==> src/logic/gloves_pkg.sv <==
// screen limits, cross geometry, tick counts, colours and shared struct and enum types
`default_nettype none

package gloves_pkg;

    // visible area
    localparam int H_MAX = 1023;
    localparam int V_MAX = 767;

    // a shot exactly on an edge is a miss
    localparam int GOAL_EDGE_X = 1000;
    localparam int GOAL_EDGE_Y = 738;

    // cross box and diagonal thickness
    localparam int CROSS_WIDTH = 100;
    localparam int LINE_WIDTH  = 2;

    // durations in ms ticks
    localparam int COUNTDOWN_TICKS = 500;
    localparam int SHOW_TICKS      = 250;
    localparam int TERMINATE_TICKS = 250;

    localparam int TICKS_DEFAULT_CYCLES = 65000; // 1 ms at 65 MHz

    localparam logic [11:0] AIM_COLOR  = 12'h0_0_F;
    localparam logic [11:0] GOAL_COLOR = 12'hF_0_0;
    localparam logic [11:0] SAVE_COLOR = 12'h0_F_0;

    // shot target in screen pixels
    typedef struct packed {
        logic [9:0] x;
        logic [9:0] y;
    } shot_t;

    // keeper glove position
    typedef struct packed {
        logic [11:0] x;
        logic [11:0] y;
    } glove_t;

    // one pixel of the vga stream
    typedef struct packed {
        logic [10:0] hcount;
        logic [10:0] vcount;
        logic        hsync;
        logic        vsync;
        logic        hblnk;
        logic        vblnk;
        logic [11:0] rgb;
    } video_t;

    // overlay colour selector
    typedef enum logic [1:0] {
        MARK_NONE,
        MARK_AIM,
        MARK_GOAL,
        MARK_SAVE
    } mark_t;

endpackage

`default_nettype wire

==> src/logic/round_fsm.sv <==
// round state machine with shot handshake, clamp, ms tick and result decision
`timescale 1ns/1ps
`default_nettype none

module round_fsm #(
    parameter int CYCLES_PER_TICK = gloves_pkg::TICKS_DEFAULT_CYCLES
) (
    input  logic               clk,
    input  logic               rst,
    input  logic               keeper_active,
    input  logic               shot_req,
    input  gloves_pkg::shot_t  shot,
    output logic               shot_ack,
    input  gloves_pkg::glove_t glove,
    output gloves_pkg::shot_t  target,
    output gloves_pkg::mark_t  mark,
    output logic               is_scored,
    output logic               round_done,
    output logic               end_gk
);
    import gloves_pkg::*;

    localparam int PRESC_W   = $clog2(CYCLES_PER_TICK + 1);
    localparam int SHOW_MAX  = (SHOW_TICKS > TERMINATE_TICKS) ? SHOW_TICKS : TERMINATE_TICKS;
    localparam int MAX_TICKS = (COUNTDOWN_TICKS > SHOW_MAX) ? COUNTDOWN_TICKS : SHOW_MAX;
    localparam int TICK_W    = $clog2(MAX_TICKS + 1);

    typedef enum logic [2:0] {
        ST_IDLE,
        ST_ENGAGE,
        ST_ACK,       // ack high, waiting for req to drop
        ST_COUNTDOWN,
        ST_RESULT,
        ST_GOAL,
        ST_SAVE,
        ST_TERMINATE
    } state_t;

    state_t state;
    state_t state_nxt;

    logic [PRESC_W-1:0] presc;
    logic               tick;
    logic [TICK_W-1:0]  tick_cnt;
    logic [TICK_W-1:0]  tick_limit;
    logic               time_up;

    shot_t       shot_clamped;
    logic [11:0] box_x_hi;
    logic [11:0] box_y_hi;
    logic        on_edge;
    logic        in_box;

    assign tick = (presc == PRESC_W'(CYCLES_PER_TICK - 1));

    // last tick index of the timed states
    always_comb begin
        case (state)
            ST_COUNTDOWN:     tick_limit = TICK_W'(COUNTDOWN_TICKS - 1);
            ST_GOAL, ST_SAVE: tick_limit = TICK_W'(SHOW_TICKS - 1);
            default:          tick_limit = TICK_W'(TERMINATE_TICKS - 1);
        endcase
    end

    assign time_up = tick && (tick_cnt == tick_limit);

    always_comb begin
        shot_clamped = shot;
        if (shot.x > H_MAX)
            shot_clamped.x = 10'(H_MAX);
        if (shot.y > V_MAX)
            shot_clamped.y = 10'(V_MAX);
    end

    // glove inside the cross box means a save
    assign box_x_hi = 12'(target.x) + 12'(CROSS_WIDTH);
    assign box_y_hi = 12'(target.y) + 12'(CROSS_WIDTH);
    assign in_box   = (glove.x >= 12'(target.x)) && (glove.x <= box_x_hi) &&
                      (glove.y >= 12'(target.y)) && (glove.y <= box_y_hi);

    assign on_edge = (target.x == '0) || (target.x == 10'(GOAL_EDGE_X)) ||
                     (target.y == '0) || (target.y == 10'(GOAL_EDGE_Y));

    always_comb begin
        state_nxt = state;
        case (state)
            ST_IDLE: begin
                if (keeper_active)
                    state_nxt = ST_ENGAGE;
            end
            ST_ENGAGE: begin
                if (!keeper_active)
                    state_nxt = ST_IDLE;
                else if (shot_req)
                    state_nxt = ST_ACK;
            end
            ST_ACK: begin
                if (!shot_req)
                    state_nxt = ST_COUNTDOWN;
            end
            ST_COUNTDOWN: begin
                if (time_up)
                    state_nxt = ST_RESULT;
            end
            ST_RESULT: begin
                if (on_edge || in_box)
                    state_nxt = ST_SAVE;
                else
                    state_nxt = ST_GOAL;
            end
            ST_GOAL, ST_SAVE: begin
                if (time_up)
                    state_nxt = ST_TERMINATE;
            end
            ST_TERMINATE: begin
                if (time_up)
                    state_nxt = ST_IDLE;
            end
            default: state_nxt = ST_IDLE;
        endcase
    end

    always_ff @(posedge clk) begin
        if (rst) begin
            state      <= ST_IDLE;
            presc      <= '0;
            tick_cnt   <= '0;
            shot_ack   <= 1'b0;
            mark       <= MARK_NONE;
            is_scored  <= 1'b0;
            round_done <= 1'b0;
            end_gk     <= 1'b0;
        end else begin
            state <= state_nxt;
            presc <= tick ? '0 : presc + 1'b1; // free running, phase not reset

            if (state_nxt != state)
                tick_cnt <= '0;
            else if (tick)
                tick_cnt <= tick_cnt + 1'b1;

            shot_ack   <= (state_nxt == ST_ACK);
            is_scored  <= (state_nxt == ST_GOAL);
            round_done <= (state_nxt == ST_GOAL) || (state_nxt == ST_SAVE);
            end_gk     <= (state == ST_TERMINATE) && (state_nxt == ST_IDLE);

            case (state_nxt)
                ST_COUNTDOWN, ST_RESULT: mark <= MARK_AIM;
                ST_GOAL:                 mark <= MARK_GOAL;
                ST_SAVE:                 mark <= MARK_SAVE;
                default:                 mark <= MARK_NONE;
            endcase
        end
    end

    // shot saved on the ack edge
    always_ff @(posedge clk) begin
        if ((state == ST_ENGAGE) && (state_nxt == ST_ACK))
            target <= shot_clamped;
    end

    // ack only ever answers a pending request
    assert property (@(posedge clk) disable iff (rst)
        $rose(shot_ack) |-> $past(shot_req));

    assert property (@(posedge clk) disable iff (rst)
        is_scored |-> round_done);

endmodule

`default_nettype wire

==> src/logic/video_delay.sv <==
// fixed-depth register pipeline for the video struct
`timescale 1ns/1ps
`default_nettype none

module video_delay #(
    parameter int DEPTH = 2
) (
    input  logic               clk,
    input  logic               rst,
    input  gloves_pkg::video_t din,
    output gloves_pkg::video_t dout
);
    import gloves_pkg::*;

    video_t pipe [DEPTH];

    always_ff @(posedge clk) begin
        if (rst) begin
            for (int i = 0; i < DEPTH; i++) begin
                pipe[i] <= '0;
            end
        end else begin
            pipe[0] <= din;
            for (int i = 1; i < DEPTH; i++) begin
                pipe[i] <= pipe[i-1];
            end
        end
    end

    assign dout = pipe[DEPTH-1]; // sync and blank stay aligned with overlay

endmodule

`default_nettype wire

==> src/logic/cross_overlay.sv <==
// two-stage pixel pipeline that detects the cross and replaces the colour
`timescale 1ns/1ps
`default_nettype none

module cross_overlay (
    input  logic               clk,
    input  logic               rst,
    input  gloves_pkg::video_t video_in,
    input  gloves_pkg::video_t video_dly,
    input  gloves_pkg::shot_t  target,
    input  gloves_pkg::mark_t  mark,
    output gloves_pkg::video_t video_out
);
    import gloves_pkg::*;

    logic signed [11:0] dx;
    logic signed [11:0] dy;
    logic signed [12:0] diff;
    logic signed [12:0] sum;
    logic               in_box;
    logic               on_diag;
    logic               on_cross;
    logic [11:0]        mark_color;

    logic        hit_s1;
    logic [11:0] color_s1;
    logic        hit_s2;
    logic [11:0] color_s2;

    // offsets from the top left corner of the box
    assign dx = $signed({1'b0, video_in.hcount}) - $signed({2'b00, target.x});
    assign dy = $signed({1'b0, video_in.vcount}) - $signed({2'b00, target.y});

    assign diff = 13'(dx) - 13'(dy);
    assign sum  = 13'(dx) + 13'(dy);

    assign in_box = (dx >= 0) && (dx <= CROSS_WIDTH) && (dy >= 0) && (dy <= CROSS_WIDTH);

    // falling and rising diagonal
    assign on_diag = ((diff >= 0) && (diff <= LINE_WIDTH)) ||
                     ((sum >= CROSS_WIDTH) && (sum <= CROSS_WIDTH + LINE_WIDTH));

    assign on_cross = in_box && on_diag;

    always_comb begin
        case (mark)
            MARK_AIM:  mark_color = AIM_COLOR;
            MARK_GOAL: mark_color = GOAL_COLOR;
            MARK_SAVE: mark_color = SAVE_COLOR;
            default:   mark_color = '0;
        endcase
    end

    always_ff @(posedge clk) begin
        if (rst) begin
            hit_s1 <= 1'b0;
            hit_s2 <= 1'b0;
        end else begin
            hit_s1 <= on_cross && (mark != MARK_NONE); // low means pass through
            hit_s2 <= hit_s1;
        end
    end

    always_ff @(posedge clk) begin
        color_s1 <= mark_color;
        color_s2 <= color_s1;
    end

    // stage two lines up with the delayed stream
    always_comb begin
        video_out = video_dly;
        if (hit_s2)
            video_out.rgb = color_s2;
    end

    // sync must come out exactly two cycles after it went in
    assert property (@(posedge clk) disable iff (rst)
        !$past(rst) && !$past(rst, 2) |->
        ({video_out.hsync, video_out.vsync} == $past({video_in.hsync, video_in.vsync}, 2)));

endmodule

`default_nettype wire

==> src/logic/gloves_control_top.sv <==
// top level joining round fsm, video delay and cross overlay
`timescale 1ns/1ps
`default_nettype none

module gloves_control_top #(
    parameter int CYCLES_PER_TICK = gloves_pkg::TICKS_DEFAULT_CYCLES
) (
    input  logic               clk,
    input  logic               rst,
    input  logic               keeper_active,
    input  logic               shot_req,
    input  gloves_pkg::shot_t  shot,
    output logic               shot_ack,
    input  gloves_pkg::glove_t glove,
    input  gloves_pkg::video_t video_in,
    output gloves_pkg::video_t video_out,
    output logic               is_scored,
    output logic               round_done,
    output logic               end_gk
);
    import gloves_pkg::*;

    shot_t  target;
    mark_t  mark;
    video_t video_dly;

    round_fsm #(
        .CYCLES_PER_TICK(CYCLES_PER_TICK)
    ) u_round_fsm (
        .clk,
        .rst,
        .keeper_active,
        .shot_req,
        .shot,
        .shot_ack,
        .glove,
        .target,
        .mark,
        .is_scored,
        .round_done,
        .end_gk
    );

    // matches the two overlay stages
    video_delay #(
        .DEPTH(2)
    ) u_video_delay (
        .clk,
        .rst,
        .din  (video_in),
        .dout (video_dly)
    );

    cross_overlay u_cross_overlay (
        .clk,
        .rst,
        .video_in,
        .video_dly,
        .target,
        .mark,
        .video_out
    );

endmodule

`default_nettype wire

==> config.mk <==
export PLATFORM = sky130hd
export DESIGN_NAME = gloves_control_top
export DESIGN_NICKNAME = d
export VERILOG_FILES = /design/src/logic/gloves_pkg.sv /design/src/logic/round_fsm.sv /design/src/logic/video_delay.sv /design/src/logic/cross_overlay.sv /design/src/logic/gloves_control_top.sv
export SDC_FILE = /design/constraint.sdc
export NUM_CORES = 1
export LEC_CHECK = 0
export BUFFER_PORTS_ARGS = -buffer_cell sky130_fd_sc_hd__buf_2
export CAP_MARGIN = 20
export CORE_MARGIN = 2
export CORE_UTILIZATION = 50
export DETAILED_ROUTE_END_ITERATION = 10
export PLACE_DENSITY = 0.7
export SLEW_MARGIN = 30
export SYNTH_ARGS = -nofsm -noshare
export SYNTH_HDL_FRONTEND = slang
export SYNTH_SLANG_ARGS = --single-unit
==> constraint.sdc <==
create_clock -name clk -period 9.7 [get_ports clk]
set_input_delay 1.455 -clock clk [delete_from_list [all_inputs] [get_ports clk]]
set_output_delay 1.455 -clock clk [all_outputs]
set_load 0.01 [all_outputs]
==> results of run 1 <==
[metal layers]
metal	routed length, um	GRT usage [%]	share of wire (%)	vias up
li1	-	-	-	3245
met1	8647	28.70	50	2824
met2	7185	31.32	42	193
met3	1057	5.401	6.2	20
met4	263	6.582	1.5	0
met5	0	0	0	-
[Yosys cell counts (3+ instances only)]
library cell	number	area, um2
nor3b_1	3	22.52
nand4_1	12	75.07
buf_2	3	15.01
a221oi_1	3	26.28
nand2b_1	14	87.58
dfxtp_1	118	2362
xnor2_1	40	350.3
o21ai_0	30	150.1
a21oi_1	34	170.2
and2_1	3	18.77
ha_1	87	1089
nor2b_1	87	544.3
nand4b_1	3	26.28
a2111oi_0	5	43.79
o21a_1	9	67.56
o22ai_1	4	25.02
nor2_1	77	289.0
nor4_1	9	56.30
o21ai_1	3	15.01
a211oi_1	6	45.04
fa_1	4	80.08
clkbuf_1	18	67.56
o31ai_1	3	22.52
nand2_1	36	135.1
edfxtp_1	20	600.6
nand3_1	22	110.1
inv_1	76	285.3
o211ai_1	4	30.03
o311ai_0	3	26.28
nor3_1	21	105.1
o21bai_1	5	37.54
mux2i_1	3	30.03
xor2_1	21	183.9
buf_4	26	195.2
or3_1	8	50.05
and3_1	11	68.82
a21o_1	11	82.58
[state kept, by name (all words and copies together), names as in the netlist]
register,cells
u_cross_overlay.color_s1,3
u_video_delay.pipe,76
u_round_fsm.is_scored,1
u_round_fsm.tick_cnt,9
u_round_fsm.end_gk,1
u_round_fsm.state,3
u_cross_overlay.hit_s2,1
u_round_fsm.shot_ack,1
u_cross_overlay.hit_s1,1
u_round_fsm.target,20
u_round_fsm.presc,16
u_round_fsm.round_done,1
u_cross_overlay.color_s2,3
u_round_fsm.mark,2
[cell type report]
class / count / area (um2)
clock inverters: 15 / 160.2
well taps: 216 / 270.3
flip-flops and latches: 138 / 2963
multi-input cells: 628 / 4571
fillers: 1453 / 6556
clock buffers: 17 / 425.4
inverters: 77 / 289.0
repair buffers: 129 / 650.6
[cell families after synthesis]
kind of cell / synth area share (%)
adders and majority gates: 14.43
muxes: 0.3707
DFF: 36.58
xor gates and xnor gates: 6.596
buffers and inverters: 7.059
AOI/OAI and AO/OA: 13.70
and+or+nand+nor: 21.27
[worst max-delay path: stages]
cell and delay [ns]:
buf_2 0.11, ha_1 0.36, and2_4 0.20, a31o_1 0.23, o31ai_4 0.32, nor3_1 0.10
a311oi_2 0.36, inv_1 0.09, ha_1 0.45, a21o_1 0.22, a21o_1 0.18, mux2i_1 0.20
nand4_1 0.10, nor4_1 0.32, o21ai_0 0.14, a311oi_1 0.22, o21a_1 0.16
[worst paths after layout]
| kind | from | endpoint | depth (start not counted) |
|---|---|---|---|
| worst max register to register | u_round_fsm.target[4] | u_cross_overlay.hit_s1 | 17 |
| worst min-delay path | u_cross_overlay.color_s1[7] | u_cross_overlay.color_s2[7] | 0 |
| worst max-delay path | video_in[20] | u_cross_overlay.hit_s1 | 17 |
| worst min register to register | u_cross_overlay.color_s1[7] | u_cross_overlay.color_s2[7] | 0 |
[power by group through the flow]
| stage | Clock [mW] | Sequential (mW) | Combinational [mW] |
|---|---|---|---|
| after floorplan | 0 | 0.616 | 0.265 |
| after global placement | 0 | 0.619 | 0.335 |
| after CTS | 0.659 | 0.607 | 0.342 |
| final | 0.643 | 0.607 | 0.346 |
| after global routing | 0.686 | 0.608 | 0.388 |
| after detailed placement | 0 | 0.619 | 0.339 |
[through the flow]
| stage | hold WS [ns] | utilization [%] | area (um2) | worst slack [ns] |
|---|---|---|---|---|
| floorplan | 0.3096 | - | 8100 | 4.919 |
| global placement | 0.3110 | 55.04 | 8743 | 4.556 |
| detailed placement | 0.3135 | 55.04 | 8743 | 4.487 |
| CTS | 0.3286 | 58.73 | 9329 | 4.903 |
| global route | 0.3337 | 58.73 | 9329 | 4.486 |
| finish | 0.3286 | 58.73 | 9329 | 4.856 |
==> key figures, run 1 <==
Clocking
  – CTS resizes: 0
  – CTS Root Buffer Type: clkbuf_16
  – Post-CTS Hold Fix Bufs: 0
  – Setup bufs post-CTS: 0
  – Clock buffer depth: 2
  – Total CTS buffers: 17
  – Clk slew on worst S/H paths: 0.07 ns
  – CTS tree: built
  – Num Clock Sinks: 138
  – H-tree Lvls: 4
  – Clk Latency, worst-skew pair: 0.43 ns

Logic synthesis
  – Mapped Cells: 891
  – Synth Register Bits: 138
  – Avg Cell Area, Syn: 9.091 um2
  – Async set-reset flop share out of synthesis: 0%
  – Most frequently used flop master after synthesis: dfxtp_1
  – Ys Warns: 0
  – Mapped Area: 8100 um2
  – EDFF count, synth: 20
  – Number of library cell types mapped by synthesis: 77
  – Seq/Total Area, Yosys: 36.58%
  – Net Count, Synth: 1068

GRT
  – GRT Overall Usage: 20.63%
  – Initial antenna violation count: 0
  – Global-route wire length before repair: 28880 um
  – Largest net degree at the start of global routing: 85
  – Vias in the first global route: 5923
  – Final global-route overflow total: 0

Place
  – RePlAce Congestion: 0.9250
  – I/O Buffers: 127
  – Placed insts: 1188
  – DP Wirelength: 13280 um

Floorplanning
  – Core outline area: 15890 um2
  – Initial Utilization: 50.99%
  – Die W: 131.3 um
  – Die H: 131.3 um
  – Boundary Pins: 128
  – Die ar.: 17230 um2
  – Row Count: 46

Flow run
  – Max Cap Viol: 0

Critical path
  – Critical path class: in2reg
  – Crit path arrival time: 5.22 ns
  – Worst Setup End Kind: flip-flop
  – Startpoint type of the worst setup path: primary input
  – Crit path max fanout: 8
  – WP data required: 10.08 ns
  – R2r setup slk: 5.43 ns

Timing
  – Hold Vio Cnt, Final: 0
  – Final max-slew violation count: 0
  – Slew HR: 42.68%
  – Highest clock rate: 206.5 MHz
  – Final setup violation count: 0
  – Tcrit/Tclk final: 49.94%
  – Crit path time final: 4.844 ns
  – Worst-margin pin slew: 0.8598 ns
  – RSZ-0062 raised after global routing: false
  – Setup TNS: 0 ns
  – Clk_skew: 0.01344 ns

Power
  – P per Cell Area: 171.1 nW/um2
  – Combinational power share: 21.7%
  – P_int: 1.112 mW
  – Reg power frac: 38.0%
  – Sw Ratio: 30.33%
  – Maximum VDD drop: 0.1263 mV
  – Psw: 0.4841 mW
  – Leak: 4.130 nW
  – Clock share of power: 40.3%
  – Power, Total: 1.596 mW

Final layout
  – Commonest non-fill, non-tap cells in the layout: buf_2 (127), dfxtp_1 (118), nor2b_1 (87), ha_1 (87), nor2_1 (77)
  – Share of cells above drive strength 1: 18.23%
  – Commonest non-fill, non-tap cell in the layout: buf_2
  – Area grow syn2layout: 15.17%
  – NumNets Final: 1168
  – Cell Count, Final, Fillers Out: 1220
  – Number of diodes: 0

Worst hold path
  – HP Class: reg2reg

Drt
  – Vias: 6282
  – DR vias/cell: 5.149
  – # DRC: 0
  – WL/cell: 14.06 um
  – ANT nets after route: 0
  – Final wirelength: 17150 um
  – TritonRoute pass-1 iters: 5
  – DRT iter0 DRCs: 301

Run status
  – Status: finished, final reports clean
Note: power is estimated with default switching activity, not from simulation.
==> inputs of run 2 (changes only) <==
--- a/config.mk
+++ b/config.mk
@@ -5,12 +5,13 @@
 export SDC_FILE = /design/constraint.sdc
 export NUM_CORES = 1
 export LEC_CHECK = 0
+export ABC_AREA = 1
 export BUFFER_PORTS_ARGS = -buffer_cell sky130_fd_sc_hd__buf_2
 export CAP_MARGIN = 20
 export CORE_MARGIN = 2
 export CORE_UTILIZATION = 50
 export DETAILED_ROUTE_END_ITERATION = 10
-export PLACE_DENSITY = 0.7
+export PLACE_DENSITY = 0.72
 export SLEW_MARGIN = 30
 export SYNTH_ARGS = -nofsm -noshare
 export SYNTH_HDL_FRONTEND = slang
==> constraint.sdc (replaced) <==
create_clock -name clk -period 4 [get_ports clk]
set_input_delay 0.6 -clock clk [delete_from_list [all_inputs] [get_ports clk]]
set_output_delay 0.6 -clock clk [all_outputs]
set_load 0.01 [all_outputs]
==> run 2 against run 1 <==
First-iteration DRC count grew 19%. Critical path depth grew 2. Largest power group unchanged. Setup slack got worse by 4.3 ns. Synthesized cell count increased by 40%. Global-route usage grew 1.2 points. Via count is 21% higher. Critical path type is now reg2reg. Clock power rose to 2.6 times the previous value. Routed wire length rose by 14%. Flip-flop and latch count stayed put.
==> key figures, run 2 <==
Run status
  – Status: finished, final reports clean (unchanged)

Logic synthesis
  – Seq/Total Area, Yosys: 33.73% (was 36.58%)
  – Dominant cells by area after synthesis: dfxtp_1 (27%), ha_1 (12%), inv_1 (11%) (was dfxtp_1 (29%), ha_1 (13%), edfxtp_1 (7.4%))
  – Most frequently used flop master after synthesis: dfxtp_1 (unchanged)
  – Async set-reset flop share out of synthesis: 0% (unchanged)
  – Ys Warns: 0 (unchanged)
  – Post-synth top area cell: dfxtp_1 (unchanged)
  – Mapped Cells: 1248 (was 891)
  – Number of library cell types mapped by synthesis: 42 (was 77)
  – Avg Cell Area, Syn: 7.039 um2 (was 9.091 um2)
  – Yosys top cell area share: 26.89% (was 29.16%)
  – Synth Register Bits: 138 (unchanged)
  – EDFF count, synth: 20 (unchanged)
  – Count leader, synth: inv_1 (was dfxtp_1)
  – Mapped Area: 8785 um2 (was 8100 um2)
  – Synth cell count leaders: inv_1 (269), nand2_1 (248), nor2_1 (163) (was dfxtp_1 (118), ha_1 (87), nor2b_1 (87))
  – Net Count, Synth: 1425 (was 1068)

Final layout
  – Largest register FFs: 76 (unchanged)
  – Share of cells above drive strength 1: 14.38% (was 18.23%)
  – Fill count: 1628 (was 1453)
  – Largest regs: u_video_delay.pipe: 76 flops, u_round_fsm.target: 20 flops, u_round_fsm.presc: 16 flops (unchanged)
  – NumNets Final: 1534 (was 1168)
  – Finished Cell Area: 10110 um2 (was 9329 um2)
  – Reg with most FFs: u_video_delay.pipe (unchanged)
  – Commonest non-fill, non-tap cells in the layout: inv_1 (269), nand2_1 (248), nor2_1 (163) (was buf_2 (127), dfxtp_1 (118), nor2b_1 (87), ha_1 (87), nor2_1 (77))
  – Commonest non-fill, non-tap cell in the layout: inv_1 (was buf_2)
  – Number of diodes: 0 (unchanged)
  – Area grow syn2layout: 15.13% (was 15.17%)

Floorplanning
  – Boundary Pins: 128 (unchanged)
  – Die ar.: 18650 um2 (was 17230 um2)
  – Core outline area: 17240 um2 (was 15890 um2)
  – Row Count: 48 (was 46)
  – Initial Utilization: 50.97% (was 50.99%)
  – Die W: 136.6 um (was 131.3 um)
  – Die H: 136.6 um (was 131.3 um)

Drt
  – ANT nets after route: 0 (unchanged)
  – TritonRoute pass-1 iters: 5 (unchanged)
  – DRT iter0 DRCs: 359 (was 301)
  – WL/cell: 12.26 um (was 14.06 um)
  – DR vias/cell: 4.775 (was 5.149)
  – Vias: 7616 (was 6282)
  – Final wirelength: 19560 um (was 17150 um)
  – # DRC: 0 (unchanged)

Timing
  – Final setup violation count: 0 (unchanged)
  – Worst-margin pin slew: 0.6191 ns (was 0.8598 ns)
  – Clk_skew: 0.008866 ns (was 0.01344 ns)
  – Slew HR: 58.73% (was 42.68%)
  – RSZ-0062 raised after global routing: false (unchanged)
  – Setup TNS: 0 ns (unchanged)
  – Crit path time final: 3.485 ns
  – Highest clock rate: 286.9 MHz
  – Hold Vio Cnt, Final: 0 (unchanged)
  – Final max-slew violation count: 0 (unchanged)
  – Tcrit/Tclk final: 87.13%

GRT
  – GRT Overall Usage: 21.86% (was 20.63%)
  – Initial antenna violation count: 0 (unchanged)
  – Final global-route overflow total: 0 (unchanged)
  – Vias in the first global route: 6891 (was 5923)
  – Largest net degree at the start of global routing: 54 (was 85)
  – Global-route wire length before repair: 32080 um (was 28880 um)

Power
  – Clock share of power: 41.6% (was 40.3%)
  – Combinational power share: 22.1% (was 21.7%)
  – Sw Ratio: 31.19% (was 30.33%)
  – Psw: 1.263 mW (was 0.4841 mW)
  – Maximum VDD drop: 0.3168 mV (was 0.1263 mV)
  – P per Cell Area: 400.5 nW/um2 (was 171.1 nW/um2)
  – P_int: 2.787 mW (was 1.112 mW)
  – Leak: 5.384 nW (was 4.130 nW)
  – Reg power frac: 36.4% (was 38.0%)
  – Power, Total: 4.050 mW (was 1.596 mW)

Clocking
  – Post-CTS Hold Fix Bufs: 0 (unchanged)
  – CTS resizes: 0 (unchanged)
  – Setup bufs post-CTS: 0 (unchanged)
  – Total CTS buffers: 17 (unchanged)
  – Clk Latency, worst-skew pair: 0.43 ns (about the same)
  – Clk slew on worst S/H paths: 0.07 ns (about the same)
  – Clock buffer depth: 2 (unchanged)
  – CTS tree: built (unchanged)
  – CTS Root Buffer Type: clkbuf_16 (unchanged)
  – H-tree Lvls: 4 (unchanged)
  – Num Clock Sinks: 138 (unchanged)

Critical path
  – Worst Setup End Kind: flip-flop (unchanged)
  – Crit path max fanout: 10 (was 8)
  – Crit path arrival time: 3.85 ns (was 5.22 ns)
  – Critical path class: reg2reg (was in2reg)
  – Reg2Reg Depth: 19 (was 17)
  – Startpoint type of the worst setup path: flip-flop (was primary input)
  – R2r setup slk: 0.51 ns (was 5.43 ns)
  – Launch point of the worst path: u_round_fsm.target[10] (was video_in[20])
  – R2R Path Start: u_round_fsm.target[10] (was u_round_fsm.target[4])
  – WP data required: 4.37 ns (was 10.08 ns)
  – Setup crit end: u_cross_overlay.hit_s1 (unchanged)
  – Worst R2R End: u_cross_overlay.hit_s1 (unchanged)

Place
  – Placed Area: 9487 um2 (was 8743 um2)
  – RePlAce Congestion: 0.9543 (was 0.9250)
  – I/O Buffers: 127 (unchanged)
  – DP Wirelength: 15570 um (was 13280 um)

Worst hold path
  – HP Class: reg2reg (unchanged)

Flow run
  – Max Cap Viol: 0 (unchanged)
==> run 2: cell count changes after synthesis, moves of 14 or more <==
cell | before | now
inv_1 | 76 | 269
nor2b_1 | 87 | 0
nand2_1 | 36 | 248
xnor2_1 | 40 | 11
nand2b_1 | 14 | 0
nand3_1 | 22 | 75
nand4_1 | 12 | 31
a21oi_1 | 34 | 54
nor2_1 | 77 | 163
==> run 2: worst min-delay path by stage <==
| stage | start | end | slack (ns) | cells past startpoint |
|---|---|---|---|---|
| after global routing | u_cross_overlay.color_s1[7] | u_cross_overlay.color_s2[7] | 0.33 | 0 |
| final | u_cross_overlay.color_s1[7] | u_cross_overlay.color_s2[7] | 0.32 | 0 |
| after floorplan | u_cross_overlay.color_s1[10] | u_cross_overlay.color_s2[10] | 0.31 | 0 |
| after global placement | u_cross_overlay.color_s1[7] | u_cross_overlay.color_s2[7] | 0.31 | 0 |
| after CTS | u_cross_overlay.color_s1[7] | u_cross_overlay.color_s2[7] | 0.33 | 0 |
| after detailed placement | u_cross_overlay.color_s1[7] | u_cross_overlay.color_s2[7] | 0.31 | 0 |
==> run 2: stage by stage <==
stage	worst slack, ns	instances	util [%]	hold WS, ns
after floorplan	0.6984	1248	-	0.3096
after global placement	0.3270	1563	55.04	0.3132
after detailed placement	0.2716	1563	55.04	0.3143
after CTS	0.5380	1595	58.67	0.3253
after global routing	0.1097	1595	58.67	0.3269
final	0.5146	1595	58.67	0.3249
==> run 2: logic make-up after synthesis <==
group | synth area share (%)
AO/OA/AOI/OAI | 6.267
AND/OR/NAND/NOR | 28.17
adder cells (fa/ha/maj) | 13.30
buffers and inverters | 14.64
XOR/XNOR | 3.888
flip-flops | 33.73
==> run 2: critical path, stage by stage (launching register included) <==
cell and delay (ns):
edfxtp_1 0.45, ha_1 0.27, fa_1 0.40, nand3b_1 0.17, nand2_1 0.13, xor2_1 0.21
inv_1 0.09, ha_1 0.44, a21oi_1 0.25, nand3_1 0.12, and2_1 0.15, nor2_1 0.09
nand2_1 0.05, nor2_1 0.09, nand2_1 0.05, nor2_1 0.10, nand2_1 0.06, nor2_1 0.11
nand3_1 0.08, a21oi_1 0.11
==> run 2: power by group through the flow <==
stage | combinational [mW] | sequential [mW] | clock, mW
floorplan | 0.670 | 1.50 | 0
global placement | 0.871 | 1.50 | 0
detailed placement | 0.878 | 1.50 | 0
CTS | 0.886 | 1.47 | 1.72
global route | 1.02 | 1.48 | 1.77
finish | 0.893 | 1.47 | 1.68
==> run 2: final cells by class <==
| class | instances | area [um2] | area share [%] |
|---|---|---|---|
| inverter | 272 | 1021 | 10.10 |
| sequential | 138 | 2963 | 29.30 |
| clock inverter | 15 | 201.4 | 1.992 |
| multi-input combinational | 795 | 4541 | 44.90 |
| clock buffer | 17 | 425.4 | 4.206 |
| tap | 225 | 281.5 | 2.784 |
| timing repair buffer | 133 | 680.7 | 6.730 |
==> run 2: metal layers <==
| metal | track usage [%] | wire (um) | vias up |
|---|---|---|---|
| li1 | - | - | 4076 |
| met1 | 29.46 | 9514 | 3274 |
| met2 | 34.89 | 8531 | 234 |
| met3 | 4.185 | 1132 | 32 |
| met4 | 7.928 | 383 | 0 |
| met5 | 0 | 0 | - |
